## config.mk

```make
export PLATFORM = sky130hd
export DESIGN_NAME = i2c_standby_top
export DESIGN_NICKNAME = d
export VERILOG_FILES = /design/src/i2c_standby_pkg.sv /design/src/dword_buffer.sv /design/src/i2c_standby_top.sv /design/src/standby_flow_fsm.sv /design/src/sync_fifo.sv /design/src/xfer_byte_counter.sv
export SDC_FILE = /design/constraint.sdc
export NUM_CORES = 1
export LEC_CHECK = 0
export ABC_AREA = 1
export BUFFER_PORTS_ARGS = -buffer_cell sky130_fd_sc_hd__buf_2
export CELL_PAD_IN_SITES_DETAIL_PLACEMENT = 2
export CELL_PAD_IN_SITES_GLOBAL_PLACEMENT = 2
export CORE_MARGIN = 1
export CORE_UTILIZATION = 38
export DETAILED_ROUTE_END_ITERATION = 7
export PLACE_DENSITY_LB_ADDON = 0.1
export SLEW_MARGIN = 0
export SYNTH_ARGS = -nofsm -noshare
export SYNTH_HDL_FRONTEND = slang
export SYNTH_SLANG_ARGS = --single-unit
```

## constraint.sdc

```tcl
create_clock -name clk_i -period 2.85 [get_ports clk_i]
set_input_delay 0.1425 -clock clk_i [delete_from_list [all_inputs] [get_ports clk_i]]
set_output_delay 0.1425 -clock clk_i [all_outputs]
set_load 0.02 [all_outputs]
```

## src/i2c_standby_pkg.sv

```systemverilog
// Shared types and sizes for the I2C standby bridge; queue depths must be powers of two
`default_nettype none

package i2c_standby_pkg;

  // Sizing
  localparam int DWORD_W    = 32;
  localparam int BYTE_W     = 8;
  localparam int LEN_W      = 16;
  localparam int CMD_DEPTH  = 4;
  localparam int DATA_DEPTH = 8;
  localparam int RESP_DEPTH = 4;

  // Event kinds from the I2C target acquisition path
  typedef enum logic [2:0] {
    AcqData    = 3'd0,
    AcqStart   = 3'd1,
    AcqStop    = 3'd2,
    AcqRestart = 3'd3,
    AcqNack    = 3'd4
  } acq_id_e;

  // One acquisition word; address bit 0 is the direction on start and restart
  typedef struct packed {
    acq_id_e           id;
    logic [BYTE_W-1:0] data;
  } acq_event_t;

  // Read command from the TTI command queue
  typedef struct packed {
    logic [LEN_W-1:0] data_length;
    logic [7:0]       reserved;
  } tti_cmd_desc_t;

  // Response written at the end of a write transfer
  typedef struct packed {
    logic [LEN_W-1:0] data_length;
    logic             err;
  } tti_resp_desc_t;

  // Bridge flow states
  typedef enum logic [3:0] {
    AwaitStart   = 4'd0,
    ReceiveByte  = 4'd1,
    PushDWord    = 4'd2,
    PushResponse = 4'd3,
    PopCommand   = 4'd4,
    PopDWord     = 4'd5,
    SendByte     = 4'd6,
    SwitchByte   = 4'd7,
    AwaitStop    = 4'd8,
    ReportError  = 4'd9
  } flow_state_e;

endpackage : i2c_standby_pkg

`default_nettype wire

```

## src/dword_buffer.sv

```systemverilog
// Four-lane byte buffer, lane 0 is the least significant byte; a dword load beats clear
`timescale 1ns/1ns
`default_nettype none

module dword_buffer (
  input  logic                               clk_i,
  input  logic                               rst_ni,
  input  logic                               clear_i,
  input  logic                               load_byte_i,
  input  logic [i2c_standby_pkg::BYTE_W-1:0]  byte_i,
  input  logic [1:0]                         lane_i,
  input  logic                               load_dword_i,
  input  logic [i2c_standby_pkg::DWORD_W-1:0] dword_i,
  output logic [i2c_standby_pkg::DWORD_W-1:0] dword_o,
  output logic [i2c_standby_pkg::BYTE_W-1:0]  byte_o
);

  import i2c_standby_pkg::*;

  logic [3:0][BYTE_W-1:0] lanes_q;

  always_ff @(posedge clk_i or negedge rst_ni) begin
    if (!rst_ni) begin
      lanes_q <= '0;
    end else if (load_dword_i) begin
      lanes_q <= dword_i;
    end else begin
      if (clear_i) begin
        lanes_q <= '0;
      end
      // A byte load in the same cycle as clear still lands in its lane
      if (load_byte_i) begin
        lanes_q[lane_i] <= byte_i;
      end
    end
  end

  assign dword_o = lanes_q;
  assign byte_o  = lanes_q[lane_i];

endmodule : dword_buffer

`default_nettype wire

```

## src/i2c_standby_top.sv

```systemverilog
// Standby bridge top with internal TTI queues; no register interface and no queue thresholds
`timescale 1ns/1ns
`default_nettype none

module i2c_standby_top (
  input  logic                               clk_i,
  input  logic                               rst_ni,

  input  logic                               acq_valid_i,
  input  i2c_standby_pkg::acq_event_t         acq_i,

  input  logic                               cmd_push_valid_i,
  input  i2c_standby_pkg::tti_cmd_desc_t      cmd_push_i,
  output logic                               cmd_push_ready_o,

  input  logic                               tx_push_valid_i,
  input  logic [i2c_standby_pkg::DWORD_W-1:0] tx_push_i,
  output logic                               tx_push_ready_o,

  input  logic                               rx_pop_ready_i,
  output logic                               rx_pop_valid_o,
  output logic [i2c_standby_pkg::DWORD_W-1:0] rx_pop_o,

  input  logic                               resp_pop_ready_i,
  output logic                               resp_pop_valid_o,
  output i2c_standby_pkg::tti_resp_desc_t     resp_pop_o,

  input  logic                               tx_byte_ready_i,
  output logic                               tx_byte_valid_o,
  output logic [i2c_standby_pkg::BYTE_W-1:0]  tx_byte_o,

  output logic                               err_o
);

  import i2c_standby_pkg::*;

  // Queue read and write sides facing the FSM
  tti_cmd_desc_t    cmd_rdata;
  logic             cmd_rvalid;
  logic             cmd_rready;
  logic [DWORD_W-1:0] tx_rdata;
  logic             tx_rvalid;
  logic             tx_rready;
  logic [DWORD_W-1:0] rx_wdata;
  logic             rx_wvalid;
  logic             rx_wready;
  tti_resp_desc_t   resp_wdata;
  logic             resp_wvalid;
  logic             resp_wready;

  // Counter and buffer controls
  logic [LEN_W-1:0] count;
  logic [LEN_W-1:0] length;
  logic [1:0]       lane;
  logic             last_byte;
  logic             cnt_clear;
  logic             cnt_inc;
  logic             buf_clear;
  logic             buf_load_byte;
  logic             buf_load_dword;

  standby_flow_fsm u_fsm (
    .clk_i            (clk_i),
    .rst_ni           (rst_ni),
    .acq_valid_i      (acq_valid_i),
    .acq_i            (acq_i),
    .cmd_valid_i      (cmd_rvalid),
    .cmd_i            (cmd_rdata),
    .cmd_ready_o      (cmd_rready),
    .tx_valid_i       (tx_rvalid),
    .tx_ready_o       (tx_rready),
    .rx_ready_i       (rx_wready),
    .rx_valid_o       (rx_wvalid),
    .resp_ready_i     (resp_wready),
    .resp_valid_o     (resp_wvalid),
    .resp_o           (resp_wdata),
    .byte_ready_i     (tx_byte_ready_i),
    .byte_valid_o     (tx_byte_valid_o),
    .count_i          (count),
    .lane_i           (lane),
    .last_byte_i      (last_byte),
    .length_o         (length),
    .cnt_clear_o      (cnt_clear),
    .cnt_inc_o        (cnt_inc),
    .buf_clear_o      (buf_clear),
    .buf_load_byte_o  (buf_load_byte),
    .buf_load_dword_o (buf_load_dword),
    .err_o            (err_o)
  );

  xfer_byte_counter u_counter (
    .clk_i       (clk_i),
    .rst_ni      (rst_ni),
    .clear_i     (cnt_clear),
    .inc_i       (cnt_inc),
    .length_i    (length),
    .count_o     (count),
    .lane_o      (lane),
    .last_byte_o (last_byte)
  );

  dword_buffer u_buffer (
    .clk_i        (clk_i),
    .rst_ni       (rst_ni),
    .clear_i      (buf_clear),
    .load_byte_i  (buf_load_byte),
    .byte_i       (acq_i.data),
    .lane_i       (lane),
    .load_dword_i (buf_load_dword),
    .dword_i      (tx_rdata),
    .dword_o      (rx_wdata),
    .byte_o       (tx_byte_o)
  );

  sync_fifo #(.WIDTH($bits(tti_cmd_desc_t)), .DEPTH(CMD_DEPTH)) u_cmd_fifo (
    .clk_i    (clk_i),
    .rst_ni   (rst_ni),
    .wvalid_i (cmd_push_valid_i),
    .wready_o (cmd_push_ready_o),
    .wdata_i  (cmd_push_i),
    .rvalid_o (cmd_rvalid),
    .rready_i (cmd_rready),
    .rdata_o  (cmd_rdata)
  );

  sync_fifo #(.WIDTH(DWORD_W), .DEPTH(DATA_DEPTH)) u_tx_fifo (
    .clk_i    (clk_i),
    .rst_ni   (rst_ni),
    .wvalid_i (tx_push_valid_i),
    .wready_o (tx_push_ready_o),
    .wdata_i  (tx_push_i),
    .rvalid_o (tx_rvalid),
    .rready_i (tx_rready),
    .rdata_o  (tx_rdata)
  );

  sync_fifo #(.WIDTH(DWORD_W), .DEPTH(DATA_DEPTH)) u_rx_fifo (
    .clk_i    (clk_i),
    .rst_ni   (rst_ni),
    .wvalid_i (rx_wvalid),
    .wready_o (rx_wready),
    .wdata_i  (rx_wdata),
    .rvalid_o (rx_pop_valid_o),
    .rready_i (rx_pop_ready_i),
    .rdata_o  (rx_pop_o)
  );

  sync_fifo #(.WIDTH($bits(tti_resp_desc_t)), .DEPTH(RESP_DEPTH)) u_resp_fifo (
    .clk_i    (clk_i),
    .rst_ni   (rst_ni),
    .wvalid_i (resp_wvalid),
    .wready_o (resp_wready),
    .wdata_i  (resp_wdata),
    .rvalid_o (resp_pop_valid_o),
    .rready_i (resp_pop_ready_i),
    .rdata_o  (resp_pop_o)
  );

endmodule : i2c_standby_top

`default_nettype wire

```

## src/standby_flow_fsm.sv

```systemverilog
// Bridge flow control; events that arrive during a stalled queue push or a read are errors
`timescale 1ns/1ns
`default_nettype none

module standby_flow_fsm (
  input  logic                             clk_i,
  input  logic                             rst_ni,

  input  logic                             acq_valid_i,
  input  i2c_standby_pkg::acq_event_t       acq_i,

  input  logic                             cmd_valid_i,
  input  i2c_standby_pkg::tti_cmd_desc_t    cmd_i,
  output logic                             cmd_ready_o,

  input  logic                             tx_valid_i,
  output logic                             tx_ready_o,

  input  logic                             rx_ready_i,
  output logic                             rx_valid_o,

  input  logic                             resp_ready_i,
  output logic                             resp_valid_o,
  output i2c_standby_pkg::tti_resp_desc_t   resp_o,

  input  logic                             byte_ready_i,
  output logic                             byte_valid_o,

  input  logic [i2c_standby_pkg::LEN_W-1:0] count_i,
  input  logic [1:0]                       lane_i,
  input  logic                             last_byte_i,
  output logic [i2c_standby_pkg::LEN_W-1:0] length_o,
  output logic                             cnt_clear_o,
  output logic                             cnt_inc_o,

  output logic                             buf_clear_o,
  output logic                             buf_load_byte_o,
  output logic                             buf_load_dword_o,

  output logic                             err_o
);

  import i2c_standby_pkg::*;

  flow_state_e      state_q;
  flow_state_e      state_d;
  tti_resp_desc_t   resp_q;
  logic [LEN_W-1:0] length_q;

  // Write end seen, response still owed
  logic ending_q;
  // The write was ended by a restart and its transfer is still to begin
  logic restart_q;
  logic restart_read_q;

  logic is_start;
  logic is_restart;
  logic is_stop;
  logic is_data;
  logic xfer_end;
  logic addr_read;
  logic begin_xfer;
  logic begin_read;
  logic latch_end;
  logic pop_cmd;

  assign is_start   = acq_valid_i && (acq_i.id == AcqStart);
  assign is_restart = acq_valid_i && (acq_i.id == AcqRestart);
  assign is_stop    = acq_valid_i && (acq_i.id == AcqStop);
  assign is_data    = acq_valid_i && (acq_i.id == AcqData);
  assign xfer_end   = is_stop | is_restart;
  assign addr_read  = acq_i.data[0];
  assign pop_cmd    = (state_q == PopCommand) && cmd_valid_i;

  assign resp_o   = resp_q;
  assign length_o = length_q;

  always_comb begin
    state_d          = state_q;
    cmd_ready_o      = 1'b0;
    tx_ready_o       = 1'b0;
    rx_valid_o       = 1'b0;
    resp_valid_o     = 1'b0;
    byte_valid_o     = 1'b0;
    cnt_clear_o      = 1'b0;
    cnt_inc_o        = 1'b0;
    buf_clear_o      = 1'b0;
    buf_load_byte_o  = 1'b0;
    buf_load_dword_o = 1'b0;
    err_o            = 1'b0;
    begin_xfer       = 1'b0;
    begin_read       = addr_read;
    latch_end        = 1'b0;

    unique case (state_q)
      AwaitStart: begin
        // A stray stop while idle is harmless
        if (is_start) begin
          begin_xfer = 1'b1;
        end else if (acq_valid_i && !is_stop) begin
          state_d = ReportError;
        end
      end
      ReceiveByte: begin
        if (is_data) begin
          buf_load_byte_o = 1'b1;
          cnt_inc_o       = 1'b1;
          if (lane_i == 2'd3) begin
            state_d = PushDWord;
          end
        end else if (xfer_end) begin
          latch_end = 1'b1;
          // Flush a partial dword before the response
          state_d = (lane_i != 2'd0) ? PushDWord : PushResponse;
        end else if (acq_valid_i) begin
          state_d = ReportError;
        end
      end
      PushDWord: begin
        rx_valid_o = 1'b1;
        latch_end  = xfer_end && !ending_q;
        if (acq_valid_i && !latch_end && !(is_data && rx_ready_i && !ending_q)) begin
          state_d = ReportError;
        end else if (rx_ready_i) begin
          buf_clear_o = 1'b1;
          if (ending_q || latch_end) begin
            state_d = PushResponse;
          end else begin
            // A byte taken with the push starts the next dword in lane 0
            buf_load_byte_o = is_data;
            cnt_inc_o       = is_data;
            state_d         = ReceiveByte;
          end
        end
      end
      PushResponse: begin
        resp_valid_o = 1'b1;
        if (resp_ready_i) begin
          if (is_start || is_restart) begin
            begin_xfer = 1'b1;
          end else if (restart_q) begin
            begin_xfer = 1'b1;
            begin_read = restart_read_q;
          end else if (acq_valid_i && !is_stop) begin
            state_d = ReportError;
          end else begin
            state_d = AwaitStart;
          end
        end else if (acq_valid_i) begin
          state_d = ReportError;
        end
      end
      PopCommand: begin
        cmd_ready_o = 1'b1;
        if (acq_valid_i) begin
          state_d = ReportError;
        end else if (cmd_valid_i) begin
          state_d = (cmd_i.data_length == '0) ? ReportError : PopDWord;
        end
      end
      PopDWord: begin
        tx_ready_o = 1'b1;
        if (acq_valid_i) begin
          state_d = ReportError;
        end else if (tx_valid_i) begin
          buf_load_dword_o = 1'b1;
          state_d          = SendByte;
        end
      end
      SendByte: begin
        byte_valid_o = 1'b1;
        if (acq_valid_i) begin
          state_d = ReportError;
        end else if (byte_ready_i) begin
          cnt_inc_o = 1'b1;
          state_d   = last_byte_i ? AwaitStop : SwitchByte;
        end
      end
      SwitchByte: begin
        // Counter has moved on, lane 0 means the dword is used up
        if (acq_valid_i) begin
          state_d = ReportError;
        end else begin
          state_d = (lane_i == 2'd0) ? PopDWord : SendByte;
        end
      end
      AwaitStop: begin
        if (is_stop) begin
          state_d = AwaitStart;
        end else if (is_restart) begin
          begin_xfer = 1'b1;
        end else if (acq_valid_i) begin
          state_d = ReportError;
        end
      end
      ReportError: begin
        err_o = 1'b1;
      end
      default: begin
        state_d = ReportError;
      end
    endcase

    // Every new transfer starts from a zero count and an empty buffer
    if (begin_xfer) begin
      cnt_clear_o = 1'b1;
      buf_clear_o = 1'b1;
      state_d     = begin_read ? PopCommand : ReceiveByte;
    end
  end

  always_ff @(posedge clk_i or negedge rst_ni) begin
    if (!rst_ni) begin
      state_q        <= AwaitStart;
      ending_q       <= 1'b0;
      restart_q      <= 1'b0;
      restart_read_q <= 1'b0;
    end else begin
      state_q <= state_d;
      if (begin_xfer) begin
        ending_q  <= 1'b0;
        restart_q <= 1'b0;
      end else if (latch_end) begin
        ending_q       <= 1'b1;
        restart_q      <= is_restart;
        restart_read_q <= addr_read;
      end
    end
  end

  // Count is final when the ending event arrives
  always_ff @(posedge clk_i) begin
    if (latch_end) begin
      resp_q.data_length <= count_i;
      resp_q.err         <= 1'b0;
    end
    if (pop_cmd) begin
      length_q <= cmd_i.data_length;
    end
  end

endmodule : standby_flow_fsm

`default_nettype wire

```

## src/sync_fifo.sv

```systemverilog
// Synchronous valid/ready queue; DEPTH must be a power of two of at least 2, no reset on storage
`timescale 1ns/1ns
`default_nettype none

module sync_fifo #(
  parameter int WIDTH = 32,
  parameter int DEPTH = 4
) (
  input  logic             clk_i,
  input  logic             rst_ni,

  input  logic             wvalid_i,
  output logic             wready_o,
  input  logic [WIDTH-1:0] wdata_i,

  output logic             rvalid_o,
  input  logic             rready_i,
  output logic [WIDTH-1:0] rdata_o
);

  logic [WIDTH-1:0]         mem_q [DEPTH];
  logic [$clog2(DEPTH)-1:0] wptr_q;
  logic [$clog2(DEPTH)-1:0] rptr_q;
  logic [$clog2(DEPTH):0]   count_q;
  logic                     push;
  logic                     pop;

  // Full and empty come straight from the occupancy
  assign wready_o = (count_q != DEPTH);
  assign rvalid_o = (count_q != '0);
  assign push     = wvalid_i & wready_o;
  assign pop      = rvalid_o & rready_i;
  assign rdata_o  = mem_q[rptr_q];

  always_ff @(posedge clk_i) begin
    if (push) begin
      mem_q[wptr_q] <= wdata_i;
    end
  end

  // Pointers wrap naturally at the power-of-two depth
  always_ff @(posedge clk_i or negedge rst_ni) begin
    if (!rst_ni) begin
      wptr_q  <= '0;
      rptr_q  <= '0;
      count_q <= '0;
    end else begin
      if (push) begin
        wptr_q <= wptr_q + 1'b1;
      end
      if (pop) begin
        rptr_q <= rptr_q + 1'b1;
      end
      if (push && !pop) begin
        count_q <= count_q + 1'b1;
      end else if (pop && !push) begin
        count_q <= count_q - 1'b1;
      end
    end
  end

endmodule : sync_fifo

`default_nettype wire

```

## src/xfer_byte_counter.sv

```systemverilog
// Byte counter of one transfer; clear wins over increment, count wraps at 2**LEN_W
`timescale 1ns/1ns
`default_nettype none

module xfer_byte_counter (
  input  logic                             clk_i,
  input  logic                             rst_ni,
  input  logic                             clear_i,
  input  logic                             inc_i,
  input  logic [i2c_standby_pkg::LEN_W-1:0] length_i,
  output logic [i2c_standby_pkg::LEN_W-1:0] count_o,
  output logic [1:0]                       lane_o,
  output logic                             last_byte_o
);

  import i2c_standby_pkg::*;

  logic [LEN_W-1:0] count_q;

  always_ff @(posedge clk_i or negedge rst_ni) begin
    if (!rst_ni) begin
      count_q <= '0;
    end else if (clear_i) begin
      count_q <= '0;
    end else if (inc_i) begin
      count_q <= count_q + 1'b1;
    end
  end

  assign count_o = count_q;

  // Low bits select the byte inside the current dword
  assign lane_o = count_q[1:0];

  // High while the byte now in flight is the final one of the read
  assign last_byte_o = ((count_q + 1'b1) == length_i);

endmodule : xfer_byte_counter

`default_nettype wire
```

==> metrics <==
status=finished, violations left; failing checks=design-rule violations; switching power of the nets=around 13 mW; library cells used by synthesis=between 40 and 50; Vias=about 21000; CP Buf/Inv Count=2; clock slew at reported path FFs=around 60 ps; final cell count without fillers=3938; CP delay by family, top=compound AO/OA/AOI/OAI gates; Vias/cell=between 5 and 6; reg2reg setup slack=~210 ps; max-cap violations=0; Clock power frac=a little under a third; final worst slack=approximately 65 ps; Synth Instances=2588; final wirelength=around 95000 um; critical path class=register to primary output; M1 WL=41700 um; CTS sink count=~760; maximum number of pins on one net before global-route repair=130; GRT Total Usage=a little under a quarter; Post-DRT Antenna Nets=0; commonest non-fill, non-tap cells in the layout=edfxtp_1 (672), nor2_1 (493), o21ai_0 (364); fmax=around 360 MHz; Syn Std Cell Area=approximately 31000 um2; share of post-route cells with drive strength above 1=a little over an eighth; Final Wtd Congestion=0.790; Max-Slew Margin vs Limit=between 30% and 40%; final setup vio count=0; Reg power frac=around 40%; RSZ-0062 raised after global routing=true; crit end category=primary output; TritonCTS clock tree=done; Fin Clk Skew=26.0 ps; Detail Route met3 WL=3010 um; Ys Warns=0; Layout area overhead=18.8%; CP startpoint kind=register; cell at the root of the clock tree=clkbuf_16; drt pass-1 iters=7; DR WL/cell=roughly 24 um; hold slack final=45.3 ps; # rows=104; Final nets=around 2900; I/O Buffers=128; Max Used Layer=met5; worst path cell trace=buf_12, o21ai_0, o22ai_1, nor2_1, a31oi_1, buf_2; Hold Path Class=input pin to register; # IOs=roughly 140; die area=slightly above 80000 um2; Synth Area per Inst=between 10 and 15 um2; Die Y=between 200 and 300 um; CTS Buffer Depth=3; Met2 Wirelength=around 48000 um; Num CTS Buffers=86; Worst-Margin Slew=between 900 and 1000 ps; Horiz. Die Dim=between 200 and 300 um; placed cell area=between 30000 and 40000 um2; Worst Path Arrival=approximately 2600 ps; # H-tree levels=3; Critical Path Fanout Max=82; Placeable Area=slightly above 80000 um2; Comb pwr share=roughly 29%; final worst path period need=2780 ps; worst skew pair latency=approximately 660 ps; VDD IR max=just under 600 uV; predominant post-synthesis flop cell=edfxtp_1; initial core utilization=between 30% and 40%; DR iter-0 viols=1214; dpl hpwl=58300 um; Worst path max stage delay=around 570 ps; Yosys reg bits=~760; Remaining DRCs=14; commonest non-fill, non-tap cell in the layout=edfxtp_1; total grt overflow=0; final hold violations=0; EDFF count, synth=approximately 670; register area share after synthesis=71.9%; period utilization=between 90% and 100%; post-CTS setup buffers=0; Total Power=roughly 36 mW; P_int=around 23 mW; Slew Limit Fails=0; first-pass GRT wire length=approximately 140000 um; async set or reset register ratio after synthesis=a little under an eighth; initial antenna violation count=10; switching share of power=roughly 35%; number of global-route vias before repair=approximately 24000; Syn Nets=around 2700; PD cells=about 970 nW/um2; placed cells=3720; Worst EP required=between 2000 and 3000 ps; pre-CTS setup slack=224 ps; finished layout cell area=about 37000 um2; Pleak=~13 nW; CP max-delay cell=dfrtp_4
[kinds of logic after synthesis]
group	after synthesis	synth area share [%]
fa+ha+maj	28	1.22
buf+inv	263	3.31
compound gates	628	11.2
xor+xnor	22	0.619
simple gates	883	11.6
mux	2	0.0723
other cells	1	0.0120
flops	761	71.9
[through the flow]
| step | util (%) | TNS, ps |
|---|---|---|
| 5_1_grt | 45.8 | -156 |
| 4_1_cts | 45.7 | -106 |
| 6_report | 45.8 | 0 |
| 3_3_place_gp | 41.6 | 0 |
| 2_1_floorplan | - | -43170 |
| 3_5_place_dp | 41.6 | 0 |
[what timing repair did]
item | CTS | global route
hold endpoints to repair | 394 | 0
resized for setup | 2 | 5
setup endpoints to repair | 6 | 12
hold buffers | 57 | 0
cloned | 0 | 1
[cell usage after synthesis (4+ instances only)]
| library cell | count | area, um2 |
|---|---|---|
| o221ai_1 | 24 | 210 |
| nand3b_1 | 5 | 37.5 |
| o21ai_1 | 14 | 70.1 |
| xor2_1 | 14 | 123 |
| fa_1 | 4 | 80.1 |
| ha_1 | 24 | 300 |
| a31oi_1 | 58 | 363 |
| inv_2 | 8 | 30.0 |
| buf_6 | 4 | 45.0 |
| a21oi_1 | 52 | 260 |
| buf_2 | 5 | 25.0 |
| o22ai_1 | 99 | 619 |
| clkbuf_1 | 115 | 432 |
| buf_1 | 9 | 33.8 |
| o21ai_0 | 364 | 1820 |
| edfxtp_1 | 672 | 20200 |
| nand2_1 | 243 | 912 |
| nor2_1 | 509 | 1910 |
| nand3_1 | 84 | 420 |
| nor3_1 | 11 | 55.1 |
| dfrtp_1 | 89 | 2230 |
| nand4_1 | 10 | 62.6 |
| a211oi_1 | 7 | 52.6 |
| inv_1 | 118 | 443 |
| xnor2_1 | 8 | 70.1 |
[metal layers]
metal	track usage [%]	up-vias
li1	-	9748
met1	29.7	11100
met2	40.2	328
met3	3.44	155
met4	7.16	10
met5	0	-
[flip-flops by register name, summed over array words and instances (netlist names), 2 cells and up]
| register | flops |
|---|---|
| u_rx_fifo.mem_q | 256 |
| u_tx_fifo.mem_q | 256 |
| u_cmd_fifo.mem_q | 64 |
| u_resp_fifo.mem_q | 64 |
| u_buffer.dword_o | 32 |
| u_counter.count_o | 16 |
| u_fsm.length_o | 16 |
| u_fsm.resp_o | 16 |
| u_fsm.state_q | 4 |
| u_rx_fifo.count_q | 4 |
| u_tx_fifo.count_q | 4 |
| u_cmd_fifo.count_q | 3 |
| u_resp_fifo.count_q | 3 |
| u_rx_fifo.rptr_q | 3 |
| u_rx_fifo.wptr_q | 3 |
| u_tx_fifo.rptr_q | 3 |
| u_tx_fifo.wptr_q | 3 |
| u_cmd_fifo.rptr_q | 2 |
| u_cmd_fifo.wptr_q | 2 |
| u_resp_fifo.rptr_q | 2 |
| u_resp_fifo.wptr_q | 2 |
[worst min-delay path, cell delays in order]
cell and delay [ps]:
buf_2 180, nor2_1 130, a21oi_1 120, nand2_1 70
[power groups by stage]
stage	sequential, mW	clock [mW]	combinational, mW
CTS	14.7	11.1	10.3
floorplan	14.4	0	6.07
detailed placement	14.9	0	10.1
global placement	14.8	0	9.67
global route	14.8	11.5	11.3
finish	14.7	10.9	10.2
[path summary, 6_finish.rpt]
kind                                       from              endpoint  cells after the start
setup / recovery            u_rx_fifo.rptr_q[0]          rx_pop_o[21]                      6
hold reg to reg            u_rx_fifo.count_q[3]  u_rx_fifo.count_q[3]                      1
setup reg to reg           u_rx_fifo.count_q[0]  u_rx_fifo.count_q[3]                     13
max in group asynchronous                rst_ni   u_buffer.dword_o[6]                      3
min in group asynchronous                rst_ni   u_tx_fifo.wptr_q[0]                      2
hold / removal                      acq_valid_i      u_fsm.state_q[2]                      4
[cell type report]
type	instances	area, um2
clock inverters	37	370
flip-flops and latches	761	22400
repair buffers	265	2150
multi-input cells	1564	7840
well taps	1060	1330
clock buffers	120	2390
fillers	7986	43800
inverters	128	485
diodes	3	7.51
No activity file was read; power rests on OpenSTA's default activity.
